$ cat src/common/snn_pkg.sv
`default_nettype none

package snn_pkg;

    ////////////////////////////////////////
    // Core sizes
    ////////////////////////////////////////
    localparam int num_groups   = 8;    // 4-bit spike groups per sample
    localparam int group_w      = 4;
    localparam int num_inputs   = 32;   // Inputs per layer
    localparam int weight_w     = 8;    // Signed weight
    localparam int weight_depth = 256;
    localparam int waddr_w      = 8;
    localparam int instr_depth  = 16;
    localparam int iaddr_w      = 4;
    localparam int pot_w        = 12;   // Potential and threshold
    localparam int result_w     = 13;   // Spike flag on top of the potential
    localparam int max_out      = 8;    // Output neurons per layer

    ////////////////////////////////////////
    // Instruction word
    ////////////////////////////////////////
    // Layer view, bit 15 set
    typedef struct packed {
        logic               op_layer;
        logic [2:0]         n_out_m1;   // Neuron count minus one
        logic [3:0]         rsvd;
        logic [waddr_w-1:0] w_base;     // First weight address
    } layer_instr_t;

    // Configuration view, bit 15 clear
    typedef struct packed {
        logic                    op_layer;
        logic [2:0]              rsvd;
        logic signed [pot_w-1:0] threshold;
    } cfg_instr_t;

    typedef union packed {
        layer_instr_t layer;
        cfg_instr_t   cfg;
    } instr_t;

endpackage

`default_nettype wire

$ cat src/design/spike_loader.sv
`timescale 1ns/1ps
`default_nettype none

module spike_loader import snn_pkg::*; (
    input  logic                  clk,
    input  logic                  rst,
    input  logic [group_w-1:0]    i_spike_bin,
    input  logic                  i_valid_bin,
    input  logic                  i_start_inference,
    input  logic                  i_run_done,
    output logic [num_inputs-1:0] o_spikes,
    output logic                  o_start,
    output logic                  o_clr_start_inf
);

    logic [$clog2(num_groups)-1:0] grp_cnt;
    logic loaded;       // All eight groups written
    logic running;
    logic start_req;
    logic clr_d1;

    assign start_req = loaded && i_start_inference && !running;

    // Buffer is frozen once loaded, so the run sees a stable sample
    always_ff @(posedge clk) begin
        if (i_valid_bin && !loaded) begin
            o_spikes[grp_cnt*group_w +: group_w] <= i_spike_bin;
        end
    end

    always_ff @(posedge clk) begin
        if (rst) begin
            grp_cnt         <= '0;
            loaded          <= 1'b0;
            running         <= 1'b0;
            o_start         <= 1'b0;
            clr_d1          <= 1'b0;
            o_clr_start_inf <= 1'b0;
        end else begin
            o_start         <= start_req;
            clr_d1          <= o_start;     // Host clear lags start by two cycles
            o_clr_start_inf <= clr_d1;
            if (i_run_done) begin
                grp_cnt <= '0;              // Re-arm for the next sample
                loaded  <= 1'b0;
                running <= 1'b0;
            end else begin
                if (start_req) begin
                    running <= 1'b1;
                end
                if (i_valid_bin && !loaded) begin
                    grp_cnt <= grp_cnt + 1'b1;  // Wraps after the last group
                    if (grp_cnt == num_groups - 1) begin
                        loaded <= 1'b1;
                    end
                end
            end
        end
    end

endmodule

`default_nettype wire

$ cat src/design/instr_decode.sv
`timescale 1ns/1ps
`default_nettype none

module instr_decode import snn_pkg::*; (
    input  logic                    clk,
    input  logic                    rst,
    input  logic                    i_imem_wr_en,
    input  logic [iaddr_w-1:0]      i_imem_addr,
    input  instr_t                  i_imem_dat,
    input  logic                    i_start,
    input  logic [iaddr_w:0]        i_num_instr,
    input  logic                    i_layer_done,
    output logic                    o_layer_go,
    output logic [waddr_w-1:0]      o_w_base,
    output logic [2:0]              o_n_out,
    output logic signed [pot_w-1:0] o_threshold,
    output logic                    o_end_inference
);

    instr_t imem [instr_depth];
    instr_t instr_q;

    logic [iaddr_w-1:0] pc;
    logic [iaddr_w:0]   done_cnt;   // Instructions finished in this run
    logic fetch;                    // Read of imem[pc] in progress
    logic exec;                     // instr_q holds the current word
    logic wait_layer;
    logic step;
    logic last;

    ////////////////////////////////////////
    // Program memory
    ////////////////////////////////////////
    always_ff @(posedge clk) begin
        if (i_imem_wr_en) begin
            imem[i_imem_addr] <= i_imem_dat;
        end
        instr_q <= imem[pc];
    end

    // Config retires in its exec cycle, a layer once execute reports done
    assign step = (exec && !instr_q.layer.op_layer) || (wait_layer && i_layer_done);
    assign last = (done_cnt + 1'b1) == i_num_instr;

    ////////////////////////////////////////
    // Sequencer
    ////////////////////////////////////////
    always_ff @(posedge clk) begin
        if (rst) begin
            pc              <= '0;
            done_cnt        <= '0;
            fetch           <= 1'b0;
            exec            <= 1'b0;
            wait_layer      <= 1'b0;
            o_layer_go      <= 1'b0;
            o_end_inference <= 1'b0;
            o_threshold     <= '0;
        end else begin
            o_layer_go      <= 1'b0;
            o_end_inference <= 1'b0;
            fetch           <= 1'b0;
            exec            <= fetch;
            if (i_start) begin
                pc       <= '0;
                done_cnt <= '0;
                if (i_num_instr == '0) begin
                    o_end_inference <= 1'b1;    // Empty program
                end else begin
                    fetch <= 1'b1;
                end
            end
            if (exec) begin
                if (instr_q.layer.op_layer) begin
                    o_layer_go <= 1'b1;
                    wait_layer <= 1'b1;
                end else begin
                    o_threshold <= instr_q.cfg.threshold;
                end
            end
            if (wait_layer && i_layer_done) begin
                wait_layer <= 1'b0;
            end
            if (step) begin
                done_cnt <= done_cnt + 1'b1;
                if (last) begin
                    o_end_inference <= 1'b1;
                end else begin
                    pc    <= pc + 1'b1;
                    fetch <= 1'b1;
                end
            end
        end
    end

    // Layer fields, valid together with o_layer_go
    always_ff @(posedge clk) begin
        if (exec && instr_q.layer.op_layer) begin
            o_w_base <= instr_q.layer.w_base;
            o_n_out  <= instr_q.layer.n_out_m1;
        end
    end

endmodule

`default_nettype wire

$ cat src/neuron_core/weight_mem.sv
`timescale 1ns/1ps
`default_nettype none

module weight_mem import snn_pkg::*; (
    input  logic                clk,
    input  logic                i_wr_en,
    input  logic [waddr_w-1:0]  i_waddr,
    input  logic [weight_w-1:0] i_wdat,
    input  logic [waddr_w-1:0]  i_raddr,
    output logic [weight_w-1:0] o_rdata
);

    logic [weight_w-1:0] mem [weight_depth];

    // Single port behaviour, host write wins over the read
    always_ff @(posedge clk) begin
        if (i_wr_en) begin
            mem[i_waddr] <= i_wdat;
        end else begin
            o_rdata <= mem[i_raddr];    // One cycle read latency
        end
    end

endmodule

`default_nettype wire

$ cat src/neuron_core/lif_execute.sv
`timescale 1ns/1ps
`default_nettype none

module lif_execute import snn_pkg::*; (
    input  logic                    clk,
    input  logic                    rst,
    input  logic                    i_layer_go,
    input  logic [waddr_w-1:0]      i_w_base,
    input  logic [2:0]              i_n_out,
    input  logic signed [pot_w-1:0] i_threshold,
    input  logic [num_inputs-1:0]   i_spikes,
    input  logic                    i_res_busy,
    input  logic                    i_wmem_wr_en,
    input  logic [waddr_w-1:0]      i_wmem_addr,
    input  logic [weight_w-1:0]     i_wmem_dat,
    output logic                    o_layer_done,
    output logic                    o_res_valid,
    output logic [result_w-1:0]     o_res_data
);

    logic [$clog2(max_out)-1:0]    nrn;
    logic [$clog2(num_inputs)-1:0] inp;
    logic active;
    logic stall;
    logic issue;
    logic [waddr_w-1:0]         weight_raddr;
    logic signed [weight_w-1:0] weight_rdata;
    // Tags that travel with the read in flight
    logic rd_v;
    logic rd_first;
    logic rd_last;
    logic rd_lastn;
    logic rd_spk;
    logic signed [weight_w+$clog2(num_inputs):0] term;
    logic signed [weight_w+$clog2(num_inputs):0] acc;
    logic signed [weight_w+$clog2(num_inputs):0] sum;
    logic signed [pot_w-1:0] sat;
    logic res_pend;     // Finished neuron waiting for the result port
    logic res_last;

    assign stall        = res_pend && i_res_busy;
    assign issue        = active && !stall;
    assign weight_raddr = i_w_base + {nrn, inp};   // nrn*32 + inp, wraps at 256
    assign o_res_valid  = res_pend && !i_res_busy;

    weight_mem u_weight_mem (
        .clk     (clk),
        .i_wr_en (i_wmem_wr_en),
        .i_waddr (i_wmem_addr),
        .i_wdat  (i_wmem_dat),
        .i_raddr (weight_raddr),
        .o_rdata (weight_rdata)
    );

    ////////////////////////////////////////
    // Read issue
    ////////////////////////////////////////
    always_ff @(posedge clk) begin
        if (rst) begin
            active <= 1'b0;
            nrn    <= '0;
            inp    <= '0;
            rd_v   <= 1'b0;
        end else begin
            rd_v <= issue;
            if (i_layer_go) begin
                active <= 1'b1;
                nrn    <= '0;
                inp    <= '0;
            end else if (issue) begin
                inp <= inp + 1'b1;
                if (&inp) begin
                    nrn <= nrn + 1'b1;
                    if (nrn == i_n_out) begin
                        active <= 1'b0;     // Last read of the layer issued
                    end
                end
            end
        end
    end

    always_ff @(posedge clk) begin
        rd_first <= (inp == '0);
        rd_last  <= &inp;
        rd_lastn <= (nrn == i_n_out);
        rd_spk   <= i_spikes[inp];
    end

    ////////////////////////////////////////
    // Accumulate and fire
    ////////////////////////////////////////
    always_comb begin
        if (rd_spk) begin
            term = weight_rdata;            // Sign extended
        end else begin
            term = '0;
        end
        if (rd_first) begin
            sum = term;                     // Every neuron starts from zero
        end else begin
            sum = acc + term;
        end
        // Clamp to the 12-bit signed range
        if ((&sum[$bits(sum)-1:pot_w-1]) || !(|sum[$bits(sum)-1:pot_w-1])) begin
            sat = sum[pot_w-1:0];
        end else if (sum[$bits(sum)-1]) begin
            sat = {1'b1, {(pot_w-1){1'b0}}};
        end else begin
            sat = {1'b0, {(pot_w-1){1'b1}}};
        end
    end

    always_ff @(posedge clk) begin
        if (rd_v) begin
            acc <= sum;
        end
        if (rd_v && rd_last) begin
            o_res_data <= {sat >= i_threshold, sat};
            res_last   <= rd_lastn;
        end
    end

    always_ff @(posedge clk) begin
        if (rst) begin
            res_pend     <= 1'b0;
            o_layer_done <= 1'b0;
        end else begin
            o_layer_done <= o_res_valid && res_last;   // After the last hand-off
            if (rd_v && rd_last) begin
                res_pend <= 1'b1;
            end else if (o_res_valid) begin
                res_pend <= 1'b0;
            end
        end
    end

endmodule

`default_nettype wire

$ cat src/design/result_port.sv
`timescale 1ns/1ps
`default_nettype none

module result_port import snn_pkg::*; (
    input  logic                clk,
    input  logic                rst,
    input  logic                i_res_valid,
    input  logic [result_w-1:0] i_res_data,
    input  logic                i_clr_valid_ll_ext,
    output logic                o_res_busy,
    output logic [result_w-1:0] o_data_last_layer,
    output logic                o_valid_last_layer
);

    logic accept;

    assign accept     = i_res_valid && !o_valid_last_layer;
    assign o_res_busy = o_valid_last_layer;    // One entry, full while valid

    always_ff @(posedge clk) begin
        if (rst) begin
            o_valid_last_layer <= 1'b0;
        end else if (accept) begin
            o_valid_last_layer <= 1'b1;
        end else if (i_clr_valid_ll_ext) begin
            o_valid_last_layer <= 1'b0;         // Drops the cycle after the clear
        end
    end

    // Data held stable until the host clears
    always_ff @(posedge clk) begin
        if (accept) begin
            o_data_last_layer <= i_res_data;
        end
    end

endmodule

`default_nettype wire

$ cat src/design/snn_top.sv
`timescale 1ns/1ps
`default_nettype none

module snn_top import snn_pkg::*; (
    input  logic                clk,
    input  logic                rst,
    // Spike input
    input  logic [group_w-1:0]  i_spike_bin,
    input  logic                i_valid_bin,
    // Host memory writes
    input  logic                i_wmem_wr_en,
    input  logic [waddr_w-1:0]  i_wmem_addr,
    input  logic [weight_w-1:0] i_wmem_dat,
    input  logic                i_imem_wr_en,
    input  logic [iaddr_w-1:0]  i_imem_addr,
    input  instr_t              i_imem_dat,
    // Run control
    input  logic                i_start_inference,
    input  logic [iaddr_w:0]    i_num_instr,
    output logic                o_clr_start_inf,
    output logic                o_end_inference,
    // Result exchange
    input  logic                i_clr_valid_ll_ext,
    output logic [result_w-1:0] o_data_last_layer,
    output logic                o_valid_last_layer
);

    logic [num_inputs-1:0]   spikes;
    logic                    start_pulse;
    logic                    layer_go;
    logic [waddr_w-1:0]      w_base;
    logic [2:0]              n_out;
    logic signed [pot_w-1:0] threshold;
    logic                    layer_done;
    logic                    res_valid;
    logic [result_w-1:0]     res_data;
    logic                    res_busy;

    spike_loader u_spike_loader (
        .clk               (clk),
        .rst               (rst),
        .i_spike_bin       (i_spike_bin),
        .i_valid_bin       (i_valid_bin),
        .i_start_inference (i_start_inference),
        .i_run_done        (o_end_inference),   // Frees the buffer for the next sample
        .o_spikes          (spikes),
        .o_start           (start_pulse),
        .o_clr_start_inf   (o_clr_start_inf)
    );

    instr_decode u_instr_decode (
        .clk             (clk),
        .rst             (rst),
        .i_imem_wr_en    (i_imem_wr_en),
        .i_imem_addr     (i_imem_addr),
        .i_imem_dat      (i_imem_dat),
        .i_start         (start_pulse),
        .i_num_instr     (i_num_instr),
        .i_layer_done    (layer_done),
        .o_layer_go      (layer_go),
        .o_w_base        (w_base),
        .o_n_out         (n_out),
        .o_threshold     (threshold),
        .o_end_inference (o_end_inference)
    );

    lif_execute u_lif_execute (
        .clk          (clk),
        .rst          (rst),
        .i_layer_go   (layer_go),
        .i_w_base     (w_base),
        .i_n_out      (n_out),
        .i_threshold  (threshold),
        .i_spikes     (spikes),
        .i_res_busy   (res_busy),
        .i_wmem_wr_en (i_wmem_wr_en),
        .i_wmem_addr  (i_wmem_addr),
        .i_wmem_dat   (i_wmem_dat),
        .o_layer_done (layer_done),
        .o_res_valid  (res_valid),
        .o_res_data   (res_data)
    );

    result_port u_result_port (
        .clk                (clk),
        .rst                (rst),
        .i_res_valid        (res_valid),
        .i_res_data         (res_data),
        .i_clr_valid_ll_ext (i_clr_valid_ll_ext),
        .o_res_busy         (res_busy),
        .o_data_last_layer  (o_data_last_layer),
        .o_valid_last_layer (o_valid_last_layer)
    );

endmodule

`default_nettype wire

$ cat config.mk
export PLATFORM = sky130hd
export DESIGN_NAME = snn_top
export DESIGN_NICKNAME = d
export VERILOG_FILES = /design/src/common/snn_pkg.sv /design/src/design/spike_loader.sv /design/src/design/instr_decode.sv /design/src/neuron_core/weight_mem.sv /design/src/neuron_core/lif_execute.sv /design/src/design/result_port.sv /design/src/design/snn_top.sv
export SDC_FILE = /design/constraint.sdc
export NUM_CORES = 2
export LEC_CHECK = 0
export BUFFER_PORTS_ARGS = -buffer_cell sky130_fd_sc_hd__buf_2
export CORE_ASPECT_RATIO = 1.75
export CORE_MARGIN = 5
export CORE_UTILIZATION = 38
export DETAILED_ROUTE_END_ITERATION = 6
export HOLD_SLACK_MARGIN = 0.1
export SYNTH_ARGS = -nofsm -noshare
export SYNTH_HDL_FRONTEND = slang
export SYNTH_HIERARCHICAL = 1
export SYNTH_SLANG_ARGS = --single-unit
$ cat constraint.sdc
create_clock -name clk -period 4.7 [get_ports clk]
set_input_delay 0.94 -clock clk [delete_from_list [all_inputs] [get_ports clk]]
set_output_delay 0.94 -clock clk [all_outputs]
set_load 0.005 [all_outputs]
==> impl_metrics.tcl <==
set metrics [dict create \
    post_layout_nonfiller_instances 8671 \
    final_hold_viol_count 0 \
    layout_min_cycle_time_ps 4600 \
    leakagePower_nw 34.9 \
    drt-wirelength-per-cell_um 29.1 \
    async_s_r_ff_share_synth_pct 0 \
    count_of_antenna_violating_nets_left_after_detailed_routing 0 \
    syn_to_final_growth_pct 13.7 \
    cts-buffers-inserted 217 \
    finish.utilization_pct 43.4 \
    cp.buffers_inverters 4 \
    clock-sinks 2463 \
    critical_path.slowest_cell "nor4_2" \
    top_delay_family_on_crit_path "compound AO/OA/AOI/OAI gates" \
    grt_antenna_before_repair 12 \
    max_slew_violation_count 0 \
    route.final.wire_length_um 253000 \
    hold_path_depth 2 \
    area_of_the_multi_input_gates_um2 22200 \
    number_of_cell_instances_on_the_worst_register_to_register_path 18 \
    worstPathMaxFanout 9 \
    insertion_delay_ps 870 \
    cts_root_buffer "clkbuf_16" \
    achievable-frequency_mhz 218 \
    hold_path_class "input pin to flip-flop" \
    placementRows 245 \
    dp.cells 8278 \
    setup.worst_path.class "flip-flop to flip-flop" \
    post-dp-hpwl_um 165000 \
    gp_congestion 0.878 \
    worstHoldEndpoint "u_result_port/o_res_busy$_SDFFE_PP0P_" \
    timing.critical_path.cells "ha_1 > a21o_1 > a21oi_1 > o21bai_1 > a21oi_1 > o21bai_1 > a21oi_1 > xnor2_2 > buf_4 > nor3b_1 > buf_4 > o21ai_0 > o41ai_1 > a31oi_1 > nor4_2 > buf_4 > nor4_1 > buf_4" \
    netlist_instances 4782 \
    crit_required_ps 5320 \
    ys_types 93 \
    first_pass_grt_wire_length_um 362000 \
    fillers 21600 \
    cts_hold_bufs 0 \
    synth-seq-cells 2463 \
    cts_max_level 4 \
    start_util_pct 38.1 \
    max_slew_headroom_at_the_worst_pin_pct 27.2 \
    synthesis.nets 4878 \
    grt.total_usage_pct 18.7 \
    clkSlewWorstSetupHoldPaths_ps 70 \
    placeableCoreArea_um2 254000 \
    drive_gt1_share_pct 25.4 \
    highest_ir_drop_seen_on_vdd_v 0.000350 \
    detail_route.iter0.violations 4242 \
    worst_r2r_startpoint "u_instr_decode/o_w_base[1]$_DFFE_PP_" \
    crit_path_frequent_cell "buf_4" \
    avgViaCountPerCell 5.60 \
    synthFlopType "edfxtp_1" \
    maximum_single_stage_delay_on_the_critical_path_ps 460 \
    tritoncts "yes" \
    reg2reg_setup_slack_ps 100 \
    fin_skew_ps 62.0 \
    cap_violations 0 \
    sequential_cell_area_um2 73300 \
    final-setup-viol-count 0 \
    synth.cell_area_um2 96900 \
    syn-mean-instance-area_um2 20.3 \
    power_density_nw_per_um2 387 \
    timing.hold.worst.start "i_clr_valid_ll_ext" \
    drcViolationCount 0 \
    vias_in_the_first_global_route 50100 \
    floorplan.die.height_um 678 \
    grt_overflow 0 \
    cp-end-kind "flip-flop" \
    arrival_ps 5210 \
    fin_nets 5260 \
    totalNegativeSetupSlack_ps 0 \
    chipWidth_um 392 \
    vias 48500 \
    drtPass1Iterations 6 \
    io-pin-count 68 \
    portBuffers 67 \
    worstSetupStartpointType "flip-flop" \
    least_margin_pin_slew_ps 1090 \
    final.hold.worst_slack_ps 290 \
    yosysSeqAreaShare_pct 75.6 \
    largest_net_degree_at_the_start_of_global_routing 123 \
    design.die.area_um2 266000 \
    r2r_end "u_lif_execute/u_weight_mem/o_rdata[4]$_DFFE_PN_" \
    min_period_over_period_pct 97.8 \
    number_of_flops_mapped_to_enable_cells_by_yosys 2396 \
    status "finished clean" \
    max-clock-path-buffers 4 \
    yosysWarnings 6 \
]
[synthesized netlist by cell type (all sizes together), types with 22 or more instances]
cell type / n / area [um2]
inv: 38 / 143
clkbuf: 124 / 467
nor2: 347 / 1310
o22ai: 51 / 319
nand3: 45 / 235
dfxtp: 67 / 1340
mux4: 556 / 12500
o221ai: 37 / 324
o21ai: 38 / 190
ha: 43 / 538
nor2b: 27 / 169
a22oi: 77 / 578
and2: 36 / 228
edfxtp: 2396 / 71900
mux2i: 176 / 1760
nor3: 36 / 180
buf: 146 / 1080
nand2: 114 / 428
and3: 23 / 144
a21oi: 99 / 507
nand2b: 22 / 138
[cell usage in the layout (no fill, tap or decap), types with 36 or more instances in the layout]
cell and n:
edfxtp_1 2396, mux4_2 550, nor2_1 333, buf_4 331, clkbuf_16 218, mux2i_1 176
nand2_1 113, a21oi_1 97, a22oi_1 77, dfxtp_1 65, buf_2 59, o22ai_1 51
clkbuf_1 50, nand3_1 43, ha_1 40, clkinv_2 36, o221ai_1 36
[flip-flops by register name (all words and copies together) (netlist names), 12 cells and up]
signal / cells
u_instr_decode/o_threshold: 12
u_lif_execute/acc: 14
u_spike_loader/o_spikes: 32
u_instr_decode/instr_q: 16
u_instr_decode/imem: 256
u_result_port/o_data_last_layer: 13
u_lif_execute/o_res_data: 13
u_lif_execute/u_weight_mem/mem: 2048
[layer usage]
layer,track usage (%),wire length [um]
met5,0,41
met1,21.0,87600
met4,8.46,13000
met3,2.42,12500
met2,35.3,140000
[where the power goes]
part           internal (mW)  total (mW)  switching (mW)
Combinational          0.165       0.780           0.615
Clock                   9.83        17.7            7.85
Sequential              24.2        24.2          0.0329
Total                   34.2        42.7            8.50
[kinds of logic (layout without fill, tap and decap cells)]
logic type / Yosys count / after routing / share of synthesized area, %
DFF: 2463 / 2463 / 75.6
xor gates and xnor gates: 36 / 36 / 0.325
and+or+nand+nor: 736 / 736 / 3.58
other: 0 / 11 / 0
muxes: 741 / 741 / 14.9
AOI/OAI and AO/OA: 452 / 452 / 3.29
buffers and inverters: 309 / 853 / 1.75
adders and majority gates: 45 / 45 / 0.586
[per-stage QoR]
step | total power, mW | worst slack (ps) | area [um2]
after floorplan | 24.9 | 190 | 96900
after detailed placement | 25.5 | -115 | 103000
after CTS | 43.1 | 118 | 110000
after global placement | 25.4 | -96.8 | 103000
final | 42.7 | 102 | 110000
after global routing | 44.0 | -0.568 | 110000
[worst max path at each step]
| stage | slack (ps) | end | depth (start not counted) | startpoint |
|---|---|---|---|---|
| 6_report | 100 | u_lif_execute/u_weight_mem/o_rdata[4]$_DFFE_PN_ | 18 | u_instr_decode/o_w_base[1]$_DFFE_PP_ |
| 5_1_grt | -0.6 | u_lif_execute/o_res_data[12]$_DFFE_PP_ | 19 | u_lif_execute/u_weight_mem/o_rdata[2]$_DFFE_PN_ |
| 4_1_cts | 120 | u_lif_execute/u_weight_mem/o_rdata[4]$_DFFE_PN_ | 18 | u_instr_decode/o_w_base[1]$_DFFE_PP_ |
| 3_5_place_dp | -120 | u_lif_execute/u_weight_mem/o_rdata[4]$_DFFE_PN_ | 18 | u_instr_decode/o_w_base[1]$_DFFE_PP_ |
| 3_3_place_gp | -100 | u_lif_execute/u_weight_mem/o_rdata[4]$_DFFE_PN_ | 18 | u_instr_decode/o_w_base[1]$_DFFE_PP_ |
| 2_1_floorplan | 190 | u_lif_execute/o_res_data[12]$_DFFE_PP_ | 21 | u_lif_execute/rd_spk$_DFF_P_ |
[what timing repair did]
action / CTS / global route
setup buffers: 0 / 1
resized for setup: 1 / 12
pin swaps: 0 / 2
hold endpoints to repair: 0 / 0
setup endpoints to repair: 1 / 1
[final cells by class]
| type | instances | share of cell area [%] |
|---|---|---|
| Antenna cell | 11 | 0.0250 |
| Clock buffer | 268 | 5.12 |
| Clock inverter | 113 | 1.10 |
| Inverter | 39 | 0.140 |
| Multi-Input combinational cell | 2010 | 20.1 |
| Sequential cell | 2463 | 66.5 |
| Tap cell | 3334 | 3.78 |
| Timing Repair Buffer | 433 | 3.26 |
No activity file was read; power rests on OpenSTA's default activity.
